$ cat src/rtl/counter_pkg.sv
package counter_pkg;

    // Chain geometry
    localparam int NUM_DIGITS = 4;
    localparam int DIGIT_W    = 4;
    localparam int INDEX_W    = 2;   // log2 of NUM_DIGITS
    localparam int SPEED_W    = 5;
    localparam int SEG_W      = 7;

    // Rate divider counter width covers the default base period
    localparam int STEP_CNT_W = 32;

    localparam logic [STEP_CNT_W-1:0] STEP_BASE_DEFAULT = 32'd100_000_000;
    localparam int SCAN_BITS_DEFAULT = 17;

    // Top values of one digit in each mode
    localparam logic [DIGIT_W-1:0] DEC_MAX = 4'd9;
    localparam logic [DIGIT_W-1:0] HEX_MAX = 4'hf;

    typedef enum logic
    {
        mode_decimal = 1'b0,
        mode_hex     = 1'b1
    } count_mode_e;

    typedef enum logic
    {
        dir_up   = 1'b0,
        dir_down = 1'b1
    } count_dir_e;

    // d0 is the ones digit
    typedef struct packed
    {
        logic [DIGIT_W-1:0] d3;
        logic [DIGIT_W-1:0] d2;
        logic [DIGIT_W-1:0] d1;
        logic [DIGIT_W-1:0] d0;
    } digits_t;

    typedef struct packed
    {
        logic [SEG_W-1:0]      sseg;  // Active high, segment a in bit 0
        logic [NUM_DIGITS-1:0] an;    // Active low
    } display_t;

    typedef struct packed
    {
        count_mode_e mode;
        count_dir_e  dir;
    } count_ctrl_t;

endpackage

$ cat src/rtl/rate_divider.sv
`timescale 1ns/10ps

module rate_divider
#(
    parameter logic [counter_pkg::STEP_CNT_W-1:0] step_base = counter_pkg::STEP_BASE_DEFAULT
)
(
    input  logic                            clk,
    input  logic                            reset,
    input  logic [counter_pkg::SPEED_W-1:0] speed,
    output logic                            step
);

    logic [counter_pkg::STEP_CNT_W-1:0] limit;
    logic [counter_pkg::STEP_CNT_W-1:0] count_q;

    // Higher speed gives a shorter period
    assign limit = step_base >> speed;

    // A lowered limit steps on the same cycle the count passes it
    assign step = (count_q >= limit);

    always_ff @(posedge clk or posedge reset)
    begin
        if (reset)
        begin
            count_q <= '0;
        end
        else if (step)
        begin
            count_q <= '0;
        end
        else
        begin
            count_q <= count_q + 1'b1;
        end
    end

    // After a step the count restarts at zero, so back-to-back steps need limit 0
    step_spacing_a: assert property (
        @(posedge clk) disable iff (reset)
        step |=> (limit == '0 || !step)
    )
    else $error("rate_divider: step high on two cycles in a row with limit %0d", limit);

endmodule

$ cat src/rtl/digit_counter.sv
`timescale 1ns/10ps

module digit_counter
(
    input  logic                            clk,
    input  logic                            reset,
    input  logic                            cnt_en,
    input  counter_pkg::count_ctrl_t        ctrl,
    output logic [counter_pkg::DIGIT_W-1:0] digit,
    output logic                            terminal
);

    logic [counter_pkg::DIGIT_W-1:0] max_val;
    logic [counter_pkg::DIGIT_W-1:0] digit_inc;
    logic [counter_pkg::DIGIT_W-1:0] digit_dec;
    logic [counter_pkg::DIGIT_W-1:0] digit_next;
    logic                            is_decimal;
    logic                            is_up;

    assign is_decimal = (ctrl.mode == counter_pkg::mode_decimal);
    assign is_up      = (ctrl.dir == counter_pkg::dir_up);

    assign max_val   = is_decimal ? counter_pkg::DEC_MAX : counter_pkg::HEX_MAX;
    assign digit_inc = digit + 1'b1;   // Wraps F to 0 by width
    assign digit_dec = digit - 1'b1;

    // A decimal digit above 9 is never terminal going up
    assign terminal = is_up ? (digit == max_val) : (digit == '0);

    always_comb
    begin
        if (is_up)
        begin
            if (is_decimal && digit >= counter_pkg::DEC_MAX)
                digit_next = '0;   // Wrap, or out-of-range value back to 0
            else
                digit_next = digit_inc;
        end
        else
        begin
            if (digit == '0)
                digit_next = max_val;
            else if (is_decimal && digit > counter_pkg::DEC_MAX)
                digit_next = counter_pkg::DEC_MAX;
            else
                digit_next = digit_dec;
        end
    end

    always_ff @(posedge clk or posedge reset)
    begin
        if (reset)
        begin
            digit <= '0;
        end
        else if (cnt_en)
        begin
            digit <= digit_next;
        end
    end

    // Hex mode moves by exactly one modulo 16 per counted cycle
    hex_no_skip_a: assert property (
        @(posedge clk) disable iff (reset)
        (cnt_en && ctrl.mode == counter_pkg::mode_hex)
            |=> (digit == $past(digit_inc) || digit == $past(digit_dec))
    )
    else $error("digit_counter: hex digit skipped a value, now %h", digit);

endmodule

$ cat src/rtl/segment_decoder.sv
`timescale 1ns/10ps

module segment_decoder
(
    input  logic [counter_pkg::DIGIT_W-1:0] value,
    output logic [counter_pkg::SEG_W-1:0]   sseg
);

    // Bit order g f e d c b a
    always_comb
    begin
        case (value)
            4'h0: sseg = 7'h3f;
            4'h1: sseg = 7'h06;
            4'h2: sseg = 7'h5b;
            4'h3: sseg = 7'h4f;
            4'h4: sseg = 7'h66;
            4'h5: sseg = 7'h6d;
            4'h6: sseg = 7'h7d;
            4'h7: sseg = 7'h07;
            4'h8: sseg = 7'h7f;
            4'h9: sseg = 7'h6f;
            4'ha: sseg = 7'h77;
            4'hb: sseg = 7'h7c;   // Lower case b
            4'hc: sseg = 7'h39;
            4'hd: sseg = 7'h5e;   // Lower case d
            4'he: sseg = 7'h79;
            4'hf: sseg = 7'h71;
            default: sseg = 7'h00;
        endcase
    end

endmodule

$ cat src/rtl/display_scanner.sv
`timescale 1ns/10ps

module display_scanner
#(
    parameter int scan_bits = counter_pkg::SCAN_BITS_DEFAULT
)
(
    input  logic                  clk,
    input  logic                  reset,
    input  counter_pkg::digits_t  digits,
    output counter_pkg::display_t disp
);

    logic [scan_bits-1:0]               scan_q;
    logic                               scan_wrap;
    logic [counter_pkg::INDEX_W-1:0]    index_q;
    logic [counter_pkg::DIGIT_W-1:0]    sel_digit;
    logic [counter_pkg::SEG_W-1:0]      seg_code;
    logic [counter_pkg::NUM_DIGITS-1:0] an_sel;

    assign scan_wrap = &scan_q;

    always_ff @(posedge clk or posedge reset)
    begin
        if (reset)
        begin
            scan_q  <= '0;
            index_q <= '0;
        end
        else
        begin
            scan_q <= scan_q + 1'b1;
            if (scan_wrap)
                index_q <= index_q + 1'b1;
        end
    end

    always_comb
    begin
        case (index_q)
            2'd0: sel_digit = digits.d0;
            2'd1: sel_digit = digits.d1;
            2'd2: sel_digit = digits.d2;
            default: sel_digit = digits.d3;
        endcase
    end

    // One-hot select that is inverted for the active-low anodes
    always_comb
    begin
        an_sel          = '0;
        an_sel[index_q] = 1'b1;
    end

    segment_decoder u_decoder
    (
        .value (sel_digit),
        .sseg  (seg_code)
    );

    assign disp = '{sseg: seg_code, an: ~an_sel};

    one_anode_low_a: assert property (
        @(posedge clk) disable iff (reset)
        $onehot(~disp.an)
    )
    else $error("display_scanner: anode pattern %b is not one-cold", disp.an);

endmodule

$ cat src/rtl/counter_display_top.sv
`timescale 1ns/10ps

module counter_display_top
#(
    parameter logic [counter_pkg::STEP_CNT_W-1:0] step_base = counter_pkg::STEP_BASE_DEFAULT,
    parameter int scan_bits = counter_pkg::SCAN_BITS_DEFAULT
)
(
    input  logic                            clk,
    input  logic                            reset,
    input  logic                            enable,
    input  counter_pkg::count_ctrl_t        ctrl,
    input  logic [counter_pkg::SPEED_W-1:0] speed,
    output counter_pkg::display_t           disp
);

    logic                                                   step;
    logic [counter_pkg::NUM_DIGITS-1:0]                     carry;     // Count enable per digit
    logic [counter_pkg::NUM_DIGITS-1:0]                     terminal;
    logic [counter_pkg::NUM_DIGITS-1:0][counter_pkg::DIGIT_W-1:0] digit_arr;
    counter_pkg::digits_t                                   digits;

    rate_divider #(.step_base(step_base)) u_divider
    (
        .clk   (clk),
        .reset (reset),
        .speed (speed),
        .step  (step)
    );

    assign carry[0] = step & enable;

    generate
        for (genvar i = 0; i < counter_pkg::NUM_DIGITS; i++)
        begin : g_digit
            digit_counter u_digit
            (
                .clk      (clk),
                .reset    (reset),
                .cnt_en   (carry[i]),
                .ctrl     (ctrl),
                .digit    (digit_arr[i]),
                .terminal (terminal[i])
            );

            // A digit counts only when every lower digit is terminal
            if (i < counter_pkg::NUM_DIGITS - 1)
            begin : g_carry
                assign carry[i+1] = carry[i] & terminal[i];
            end
        end
    endgenerate

    assign digits = digit_arr;   // Index 3 lands on d3

    display_scanner #(.scan_bits(scan_bits)) u_scanner
    (
        .clk    (clk),
        .reset  (reset),
        .digits (digits),
        .disp   (disp)
    );

endmodule

$ cat config.mk
export PLATFORM = sky130hd
export DESIGN_NAME = counter_display_top
export DESIGN_NICKNAME = d
export VERILOG_FILES = /design/src/rtl/counter_pkg.sv /design/src/rtl/rate_divider.sv /design/src/rtl/digit_counter.sv /design/src/rtl/segment_decoder.sv /design/src/rtl/display_scanner.sv /design/src/rtl/counter_display_top.sv
export SDC_FILE = /design/constraint.sdc
export NUM_CORES = 1
export LEC_CHECK = 0
export BUFFER_PORTS_ARGS = -buffer_cell sky130_fd_sc_hd__buf_2
export CAP_MARGIN = 10
export CORE_UTILIZATION = 25
export DETAILED_ROUTE_END_ITERATION = 6
export GPL_TIMING_DRIVEN = 1
export PLACE_DENSITY = 0.4
export SLEW_MARGIN = 40
export SYNTH_ARGS = -nofsm -noshare
export SYNTH_HDL_FRONTEND = slang
export SYNTH_HIERARCHICAL = 1
export SYNTH_SLANG_ARGS = --single-unit
$ cat constraint.sdc
create_clock -name clk -period 5.4 [get_ports clk]
set_input_delay 0.81 -clock clk [delete_from_list [all_inputs] [get_ports clk]]
set_output_delay 0.81 -clock clk [all_outputs]
set_load 0.01 [all_outputs]
Yosys cells after proc, flatten, opt, wreduce, memory -nomap -nowiden

Memories as Yosys holds them, arrays and structs flattened.
Index checks and enable logic that the tools add are counted.
Widths: inputs -> output; s select.

Register bits after elaboration: 67
Memory bits (read-only): 112
Input bits: 10
Logic and storage cells: 81
Memories kept: 1

$add $sub $neg: 11
Magnitude comparators: 11
Equal/unequal tests: 5
Shifts and indexed selects: 1
Multiplexer cells: 24
Bitwise gates (word level): 6
Reduce and logical (&&, ||, !) cells: 15

Memories:

| name            | words | bits a word | rd ports | clocked after memory_dff | write ports | line                  | RTL |
|---|---|---|---|---|---|---|---|
| (no name shown) | 16    | 7           | 1        | 0                        | 0           | segment_decoder.sv:12 | `case (value)` |

Operators with widths:

| operator              | number |
|---|---|
| $mux 4                | 16 |
| $add 32x1->32 const B | 1 |
| $ge 32x32->1          | 1 |
| $mux 32               | 1 |
| $shr 27x5->32 const A | 1 |
| $add 17x1->17 const B | 1 |
| $reduce_and 17->1     | 1 |
| $add 4x1->4 const B   | 4 |
| $ge 4x4->1 const B    | 4 |
| $gt 4x4->1 const B    | 4 |
| $logic_not 4->1       | 4 |
| $sub 4x1->4 const B   | 4 |
| $eq 4x4->1            | 3 |
| $pmux 4 s3            | 1 |
| $logic_and 1x1->1     | 9 |
| $and 1x1->1           | 4 |
| $mux 1                | 4 |
| $not 4->4             | 1 |
| $lt 2x3->1 const B    | 1 |
| $mux 3                | 1 |
| $add 2x1->2 const B   | 1 |
| $demux 1 s2           | 1 |
| $eq 2x1->1 const B    | 1 |
| $eq 2x2->1 const B    | 1 |
| other kinds (3)       | 3 |

Longest topological paths before layout

Gate-level depths: netlist of run 1.

Depth after elaboration: 6
Mapped depth: 18
Depth with buffers taken out: 16

Hierarchy

Netlist of run 1, hierarchy kept.

By module, submodules not included:

| module              | instances | cells each | area an instance (um^2) | seq. area each (um^2) |
|---|---|---|---|---|
| rate_divider        | 1         | 328        | 2728.9                  | 800.8 |
| digit_counter       | 4         | 51         | 432.9                   | 100.1 |
| display_scanner     | 1         | 90         | 1016.0                  | 475.5 |
| segment_decoder     | 1         | 33         | 287.8                   | 0.0 |
| counter_display_top | 1         | 4          | 30.0                    | 0.0 |

Least setup slack after synthesis of run 1

OpenSTA, ideal clock, no wires.

Path type: input port to flip-flop
Start point: input port speed[4] in the netlist's numbering
End point: register g_digit[3].u_digit/digit[1] in the netlist's numbering
Setup time: 0.099 ns
Arrival time: 3.851 ns
Required time: 5.301 ns
Slack: 1.449 ns
Stages on the path: 17
Buffers on the path: 2
Cell sequence: clkbuf_1 > clkinv_1 > a21oi_1 > o22ai_1 > nor2_1 > ha_1 > nand2b_1 > a2111o_1 > a31oi_1 > o22ai_1 > or2_2 > and4_4 > and2_1 > clkbuf_1 > nand2_1 > a221oi_1 > a311oi_1

Word-level cells in the longest chain between the ends: 6

RTL lines:

| element                   | line                      | RTL |
|---|---|---|
| from (decl)               | counter_display_top.sv:13 | `input logic [counter_pkg::SPEED_W-1:0] speed,` |
| $shr 27x5->32             | rate_divider.sv:18        | `assign limit = step_base >> speed;` |
| $ge 32x32->1              | rate_divider.sv:21        | `assign step = (count_q >= limit);` |
| net step                  | counter_display_top.sv:17 | `logic step;` |
| $and 1x1->1               | counter_display_top.sv:31 | `assign carry[0] = step & enable;` |
| $and 1x1->1 (2 in series) | counter_display_top.sv:49 | `assign carry[i+1] = carry[i] & terminal[i];` |
| net carry (one bit)       | counter_display_top.sv:18 | `logic [counter_pkg::NUM_DIGITS-1:0] carry;` |
| $and 1x1->1               | counter_display_top.sv:49 |  |
| net carry (one bit)       | counter_display_top.sv:18 |  |
| to (signal assigned)      | digit_counter.sv:58       | `digit <= digit_next;` |
| to (decl)                 | digit_counter.sv:9        | `output logic [counter_pkg::DIGIT_W-1:0] digit,` |

The timed path passes the listed nets, and every way through them passes these cells.
A chain may end at the register's enable or synchronous reset.

Worst setup path after layout of run 1

Start point: input port speed[1] in the netlist's numbering
End point: register g_digit[3].u_digit/digit[1] in the netlist's numbering

Same word-level chain as after synthesis.

==> summary.md, run 1 <==
| Metric | Value |
|---|---|
| Max-cap violations | 0 |
| Clock transition at the registers of the reported paths | ~0.06 ns |
| Area grow syn2layout | 10.1% |
| Area of the core | 0.0226 mm2 |
| Dpl cell area | around 0.0061 mm2 |
| Post-layout util | 28.0% |
| Slew HR | roughly 50% |
| Die footprint | between 0.02 and 0.025 mm2 |
| Num Clock Sinks | 67 |
| Largest net degree at the start of global routing | 39 |
| Clock Path Buffers | 2 |
| Post-route setup TNS | 0 ns |
| Crit. End Element | register |
| DRT Wirelength | approximately 14000 um |
| Reg-to-reg slack, setup | about 2.2 ns |
| TritonRoute pass-1 iters | 4 |
| Final setup fails | 0 |
| Die W | between 150 and 200 um |
| Fmax | roughly 240 MHz |
| CTS Buf Count | 9 |
| Worst EP required | ~5.6 ns |
| Critical-path maximum fanout | 28 |
| Clock Root Buffer | clkbuf_16 |
| Mapped cell area | between 0.005 and 0.006 mm2 |
| Status | completed |
| TritonCTS clock tree | built |
| Placed cells | 927 |
| Startpoint Class | primary input |
| H-Tree Depth | 3 |
| Warnings, synthesis | 6 |
| Vias per cell | roughly 5 |
| Die H | 154 um |
| Post-route cell area | 0.00635 mm2 |
| Tmin final | between 4 and 5 ns |
| Antenna Cells | 0 |
| Mapped Avg Cell Area | roughly 8.8 um2 |
| Crit Path Class | in2reg |
| Starting Density | between 20% and 30% |
| Worst VDD drop | roughly 0.13 mV |
| Cts repair resizes | 0 |
| Hpwl dp | between 10000 and 15000 um |
| Initial antenna violation count | 0 |
| HP Class | in2async |
| Fin crit share | between 70 and 80% |
| DRT iter0 DRCs | 239 |
| R2R Path End | g_digit[3].u_digit/digit[1] |
| Lkg Pwr | roughly 2.7 nW |
| Drt drc | 0 |
| Layout Nets | between 700 and 800 |
| First-pass GRT wire length | around 24000 um |
| Cells on worst reg2reg path | 12 |
| Cts hold-fix bufs | 0 |
| Share of layout cells above drive strength 1 | 13.9% |
| Crit Reg-Reg Startpoint | u_divider/count_q[17] |
| Max-slew violation count | 0 |
| Skew final | approximately 0.005 ns |
| Final Hold Vio Count | 0 |
| Unrepaired setup endpoints after global routing | no |
| I/O Buffers | 20 |
| # rows | between 50 and 60 |
| Crit path DAT | around 4.5 ns |
| Actual slew at the worst max-slew pin | approximately 0.75 ns |
| Number of top-level pins | 21 |
| Post-CTS setup buffers | 0 |
| Power per cell area | about 310 mW/mm2 |
| Via count | roughly 4600 |
| Tot GR Track Use | between 10% and 20% |
| DRT antenna net count | 0 |
| Post-synthesis cell count | 654 |
| Worst-Skew Late Latency | between 0.3 and 0.4 ns |
| Layout Cells excl Fill | about 940 |
| Vias in the first global route | ~4600 |
| GRT overflow | 0 |
| Routability congestion estimate | 0.799 |
| Routed WL per cell | between 15 and 20 um |
layout make-up:
class / count / area (um2)
Timing Repair Buffer: 23 / 123
Inverter: 51 / 191
Tap cell: 285 / 357
Multi-Input combinational cell: 501 / 3710
Clock buffer: 9 / 225
Sequential cell: 67 / 1680
Clock inverter: 6 / 66.3
Fill cell: 2389 / 16300
how the worst max path moves through the flow:
stage	start	end	cells after the start
final	speed[1]	g_digit[3].u_digit/digit[1]	17
after CTS	speed[3]	g_digit[3].u_digit/digit[1]	15
after floorplan	speed[4]	g_digit[3].u_digit/digit[1]	17
after global placement	speed[3]	g_digit[3].u_digit/digit[1]	15
after global routing	speed[3]	g_digit[3].u_digit/digit[1]	15
after detailed placement	speed[3]	g_digit[3].u_digit/digit[1]	15
worst max-delay path: stages:
cell,delay (ns)
buf_2,0.20
inv_1,0.30
nand2_1,0.13
a21oi_1,0.24
o21ai_0,0.14
ha_1,0.31
a21oi_1,0.17
o21ai_0,0.16
a221oi_2,0.40
nand2_2,0.08
buf_4,0.25
or2_2,0.37
and4_4,0.22
and2_1,0.25
nand2_1,0.10
a221oi_1,0.06
a311oi_1,0.26
metrics by stage:
stage          setup slack, ns  hold WS [ns]  total power, mW
6_report                  1.18         0.443             2.00
5_1_grt                  0.867         0.443             2.15
4_1_cts                   1.17         0.422             2.03
3_5_place_dp             0.811         0.465             1.42
3_3_place_gp             0.850         0.454             1.39
2_1_floorplan             1.45         0.434             1.26
report_power, final:
group / internal [mW] / switching, mW
sequential: 0.543 / 0.143
clock: 0.355 / 0.235
combinational: 0.337 / 0.383
routing by layer:
layer	track usage, %	share of wire [%]	up-vias
met5	0	0	-
met4	4.48	1.3	0
met3	2.17	3.4	11
met2	20.0	46	66
met1	17.0	49	2226
li1	-	-	2342
sequential cells by signal, summed over array words and instances, names as in the netlist:
| signal | flops |
|---|---|
| u_divider/count_q | 32 |
| u_scanner/scan_q | 17 |
| g_digit.u_digit/digit | 16 |
| u_scanner/index_q | 2 |
cell usage in the layout (no fill, tap or decap), types with 5 or more instances in the layout:
cell and count:
a211oi_1 8, a21oi_1 23, a221oi_1 6, a22oi_1 5, and3_1 8, buf_2 20, clkbuf_16 9, dfrtp_1 67
ha_1 54, inv_1 49, nand2_1 50, nand2b_1 12, nand3_1 28, nand4_1 13, nor2_1 44, nor2b_1 5
nor3_1 30, nor3_2 13, o21ai_0 31, o221ai_1 6, o22ai_1 6, o31ai_1 5, or2b_1 5, xnor2_1 23
xor2_1 27
Power figures use the tool's default switching activity.
==> run 2: changes to the inputs <==
clock period = 3.9 ns   (was 5.4 ns; I/O delays follow)
==> run 2 against run 1 <==
- final area grew 2.6%
- register-to-register slack lost 1.4 ns
- largest power group unchanged
- count of clock-buffer cells in the layout grew 1
- die area is the same
- global-route usage shrank 0.21 points
- clock power grew 55%
- cell count grew 1.6%
- sequential share of layout area shrank 0.67 points
- first-iteration DRC count shrank 18%
- critical endpoint unchanged
- utilization grew 0.73 points
- clock skew grew 0.0041 ns
- flip-flop and latch count is the same
==> summary.md, run 2 (synthesized netlist as in run 1, its figures left out) <==
| Metric | Value |
|---|---|
| Status | completed (unchanged) |
| Layout Cells excl Fill | 957 (was 942) |
| Cells on worst reg2reg path | 12 (unchanged) |
| Setup slack at placement | 0.0375 ns (was 0.811 ns) |
| Final WS setup | 0.373 ns (was 1.18 ns) |
| Crit path DAT | 3.76 ns (was 4.46 ns) |
| Power per cell area | 439 mW/mm2 (was 315 mW/mm2) |
| Die footprint | 0.0237 mm2 (unchanged) |
| Vias in the first global route | 4614 (was 4587) |
| Critical-path maximum fanout | 12 (was 28) |
| Number of top-level pins | 21 (unchanged) |
| Worst-Skew Late Latency | 0.34 ns (about the same) |
| Area grow syn2layout | 13.0% (was 10.1%) |
| CTS Buf Count | 9 (unchanged) |
| Routability congestion estimate | 0.862 (was 0.799) |
| Critical-path cell list | buf_2, inv_1, nand2_1, a21oi_1, or3_1, ha_1, a21oi_1, o21ai_0, a221oi_1, o22ai_2, or2_2, and4_4, and2_1, nand2_1, a221oi_1, a311oi_1 (was buf_2, inv_1, nand2_1, a21oi_1, o21ai_0, ha_1, a21oi_1, o21ai_0, a221oi_2, nand2_2, buf_4, or2_2, and4_4, and2_1, nand2_1, a221oi_1, a311oi_1) |
| Max-cap violations | 0 (unchanged) |
| CP max stage cell | a221oi_1 (was a221oi_2) |
| Cts repair resizes | 0 (unchanged) |
| Vias per cell | 4.91 (was 4.93) |
| Dpl cell area | 0.00618 mm2 (was 0.00605 mm2) |
| # rows | 55 (unchanged) |
| Delay of the slowest cell on the worst path | 0.48 ns (was 0.40 ns) |
| HP Class | in2async (unchanged) |
| Die W | 154 um (unchanged) |
| Tmin final | between 3 and 4 ns |
| DRT Wirelength | 13800 um (was 14200 um) |
| Placed cells | 942 (was 927) |
| Max reg flops | 32 (unchanged) |
| Register with the most flip-flops | u_divider/count_q (unchanged) |
| Initial antenna violation count | 0 (unchanged) |
| Tot GR Track Use | 12.3% (was 12.6%) |
| Skew final | 0.00910 ns (was 0.00505 ns) |
| Lkg Pwr | 2.78 nW (was 2.68 nW) |
| Slew HR | 49.8% (was 49.0%) |
| Worst setup path start | speed[1] (unchanged) |
| Most common cell after layout, fill and taps aside | dfrtp_1 (unchanged) |
| Switch Pwr | 1.01 mW (was 0.761 mW) |
| DRT iter0 DRCs | 197 (was 239) |
| Crit Reg-Reg Startpoint | u_divider/count_q[0] (was u_divider/count_q[17]) |
| Cts hold-fix bufs | 0 (unchanged) |
| Crit Path Class | in2reg (unchanged) |
| Post-layout util | 28.8% (was 28.0%) |
| Layout fillers | 2371 (was 2389) |
| Final setup fails | 0 (unchanged) |
| Fin crit share | between 90% and 100% |
| Clock transition at the registers of the reported paths | 0.05 ns (was 0.06 ns) |
| Starting Density | 25.5% (unchanged) |
| Drt drc | 0 (unchanged) |
| Sequential fraction of design power | 33.1% (was 34.4%) |
| Commonest cells after routing, fill and taps aside | dfrtp_1 (67), ha_1 (54), nand2_1 (50) (unchanged) |
| DRT antenna net count | 0 (unchanged) |
| Gate power share | 34.9% (was 36.1%) |
| Antenna Cells | 0 (unchanged) |
| I/O Buffers | 20 (unchanged) |
| Post-CTS setup buffers | 0 (unchanged) |
| Fmax | ~280 MHz |
| Crit. End Element | register (unchanged) |
| H-Tree Depth | 3 (unchanged) |
| Area of the core | 0.0226 mm2 (unchanged) |
| Unrepaired setup endpoints after global routing | no (unchanged) |
| GRT overflow | 0 (unchanged) |
| Worst VDD drop | 0.231 mV (was 0.127 mV) |
| TritonRoute pass-1 iters | 4 (unchanged) |
| Startpoint Class | primary input (unchanged) |
| Pwr Total | 2.86 mW (was 2.00 mW) |
| Clock Power Share | 32.0% (was 29.6%) |
| Final Hold Vio Count | 0 (unchanged) |
| Clock Root Buffer | clkbuf_16 (unchanged) |
| First-pass GRT wire length | 23600 um (was 23900 um) |
| Actual slew at the worst max-slew pin | 0.738 ns (was 0.749 ns) |
| Via count | 4702 (was 4645) |
| Share of layout cells above drive strength 1 | 15.5% (was 13.9%) |
| Num Clock Sinks | 67 (unchanged) |
| Largest net degree at the start of global routing | 33 (was 39) |
| Layout Nets | 732 (was 717) |
| Post-route cell area | 0.00651 mm2 (was 0.00635 mm2) |
| Die H | 154 um (unchanged) |
| TritonCTS clock tree | built (unchanged) |
| Hold Slack | 0.215 ns (was 0.443 ns) |
| Routed WL per cell | 14.4 um (was 15.0 um) |
| Clock Path Buffers | 2 (unchanged) |
| Internal power | 1.85 mW (was 1.24 mW) |
| Worst EP required | 4.13 ns (was 5.64 ns) |
| Max-slew violation count | 0 (unchanged) |
| Biggest regs | u_divider/count_q: 32 flops, u_scanner/scan_q: 17 flops, g_digit.u_digit/digit: 16 flops (unchanged) |
| Sw frac | 35.4% (was 38.1%) |
| Post-route setup TNS | 0 ns (unchanged) |
| Hpwl dp | 10600 um (was 10500 um) |
-- run 2: cell count changes in the layout (fill, tap and decap cells not counted), sizes merged --
cell,previous run,this run
buf,23,38
bufinv,1,3
clkinvlp,3,1
inv,51,49
clkbuf,9,10
clkinv,2,3
-- run 2: worst paths after layout --
path,endpoint,slack (ns)
max in group asynchronous,u_divider/count_q[29],3.17
hold reg to reg,u_scanner/scan_q[15],0.46
min in group clk,u_scanner/scan_q[15],0.46
setup reg to reg,g_digit[3].u_digit/digit[1],0.81
setup / recovery,g_digit[3].u_digit/digit[1],0.37
hold / removal,g_digit[2].u_digit/digit[1],0.22
-- run 2: routing by layer --
metal  part of all wire [%]  GRT usage, %  wire [um]
met2                     46          19.6       6280
met1                     50          16.7       6940
met4                    1.6          4.33        217
met3                    2.6          2.28        352
met5                      0             0          0
-- run 2: power groups by stage --
stage / clock [mW] / combinational (mW) / sequential [mW]
after floorplan: 0 / 0.893 / 0.848
after global placement: 0 / 0.981 / 0.957
after detailed placement: 0 / 0.996 / 0.962
after CTS: 0.948 / 1.00 / 0.949
after global routing: 0.980 / 1.13 / 0.969
final: 0.916 / 0.999 / 0.946
-- run 2: final cells by class --
type | instances | area (um2) | share of cell area [%]
clock inverter | 5 | 103 | 1.58
tap | 285 | 357 | 5.48
sequential | 67 | 1680 | 25.7
clock buffer | 10 | 229 | 3.52
multi-input combinational | 501 | 3710 | 56.9
inverter | 51 | 191 | 2.94
timing repair buffer | 38 | 248 | 3.80
-- run 2: critical path: cells and delay by family --
family	cells	cell delay, ns
AND/OR/NAND/NOR	6	1.29
AO/OA/AOI/OAI	7	1.20
buffers and inverters	2	0.36
adder cells (fa/ha/maj)	1	0.31
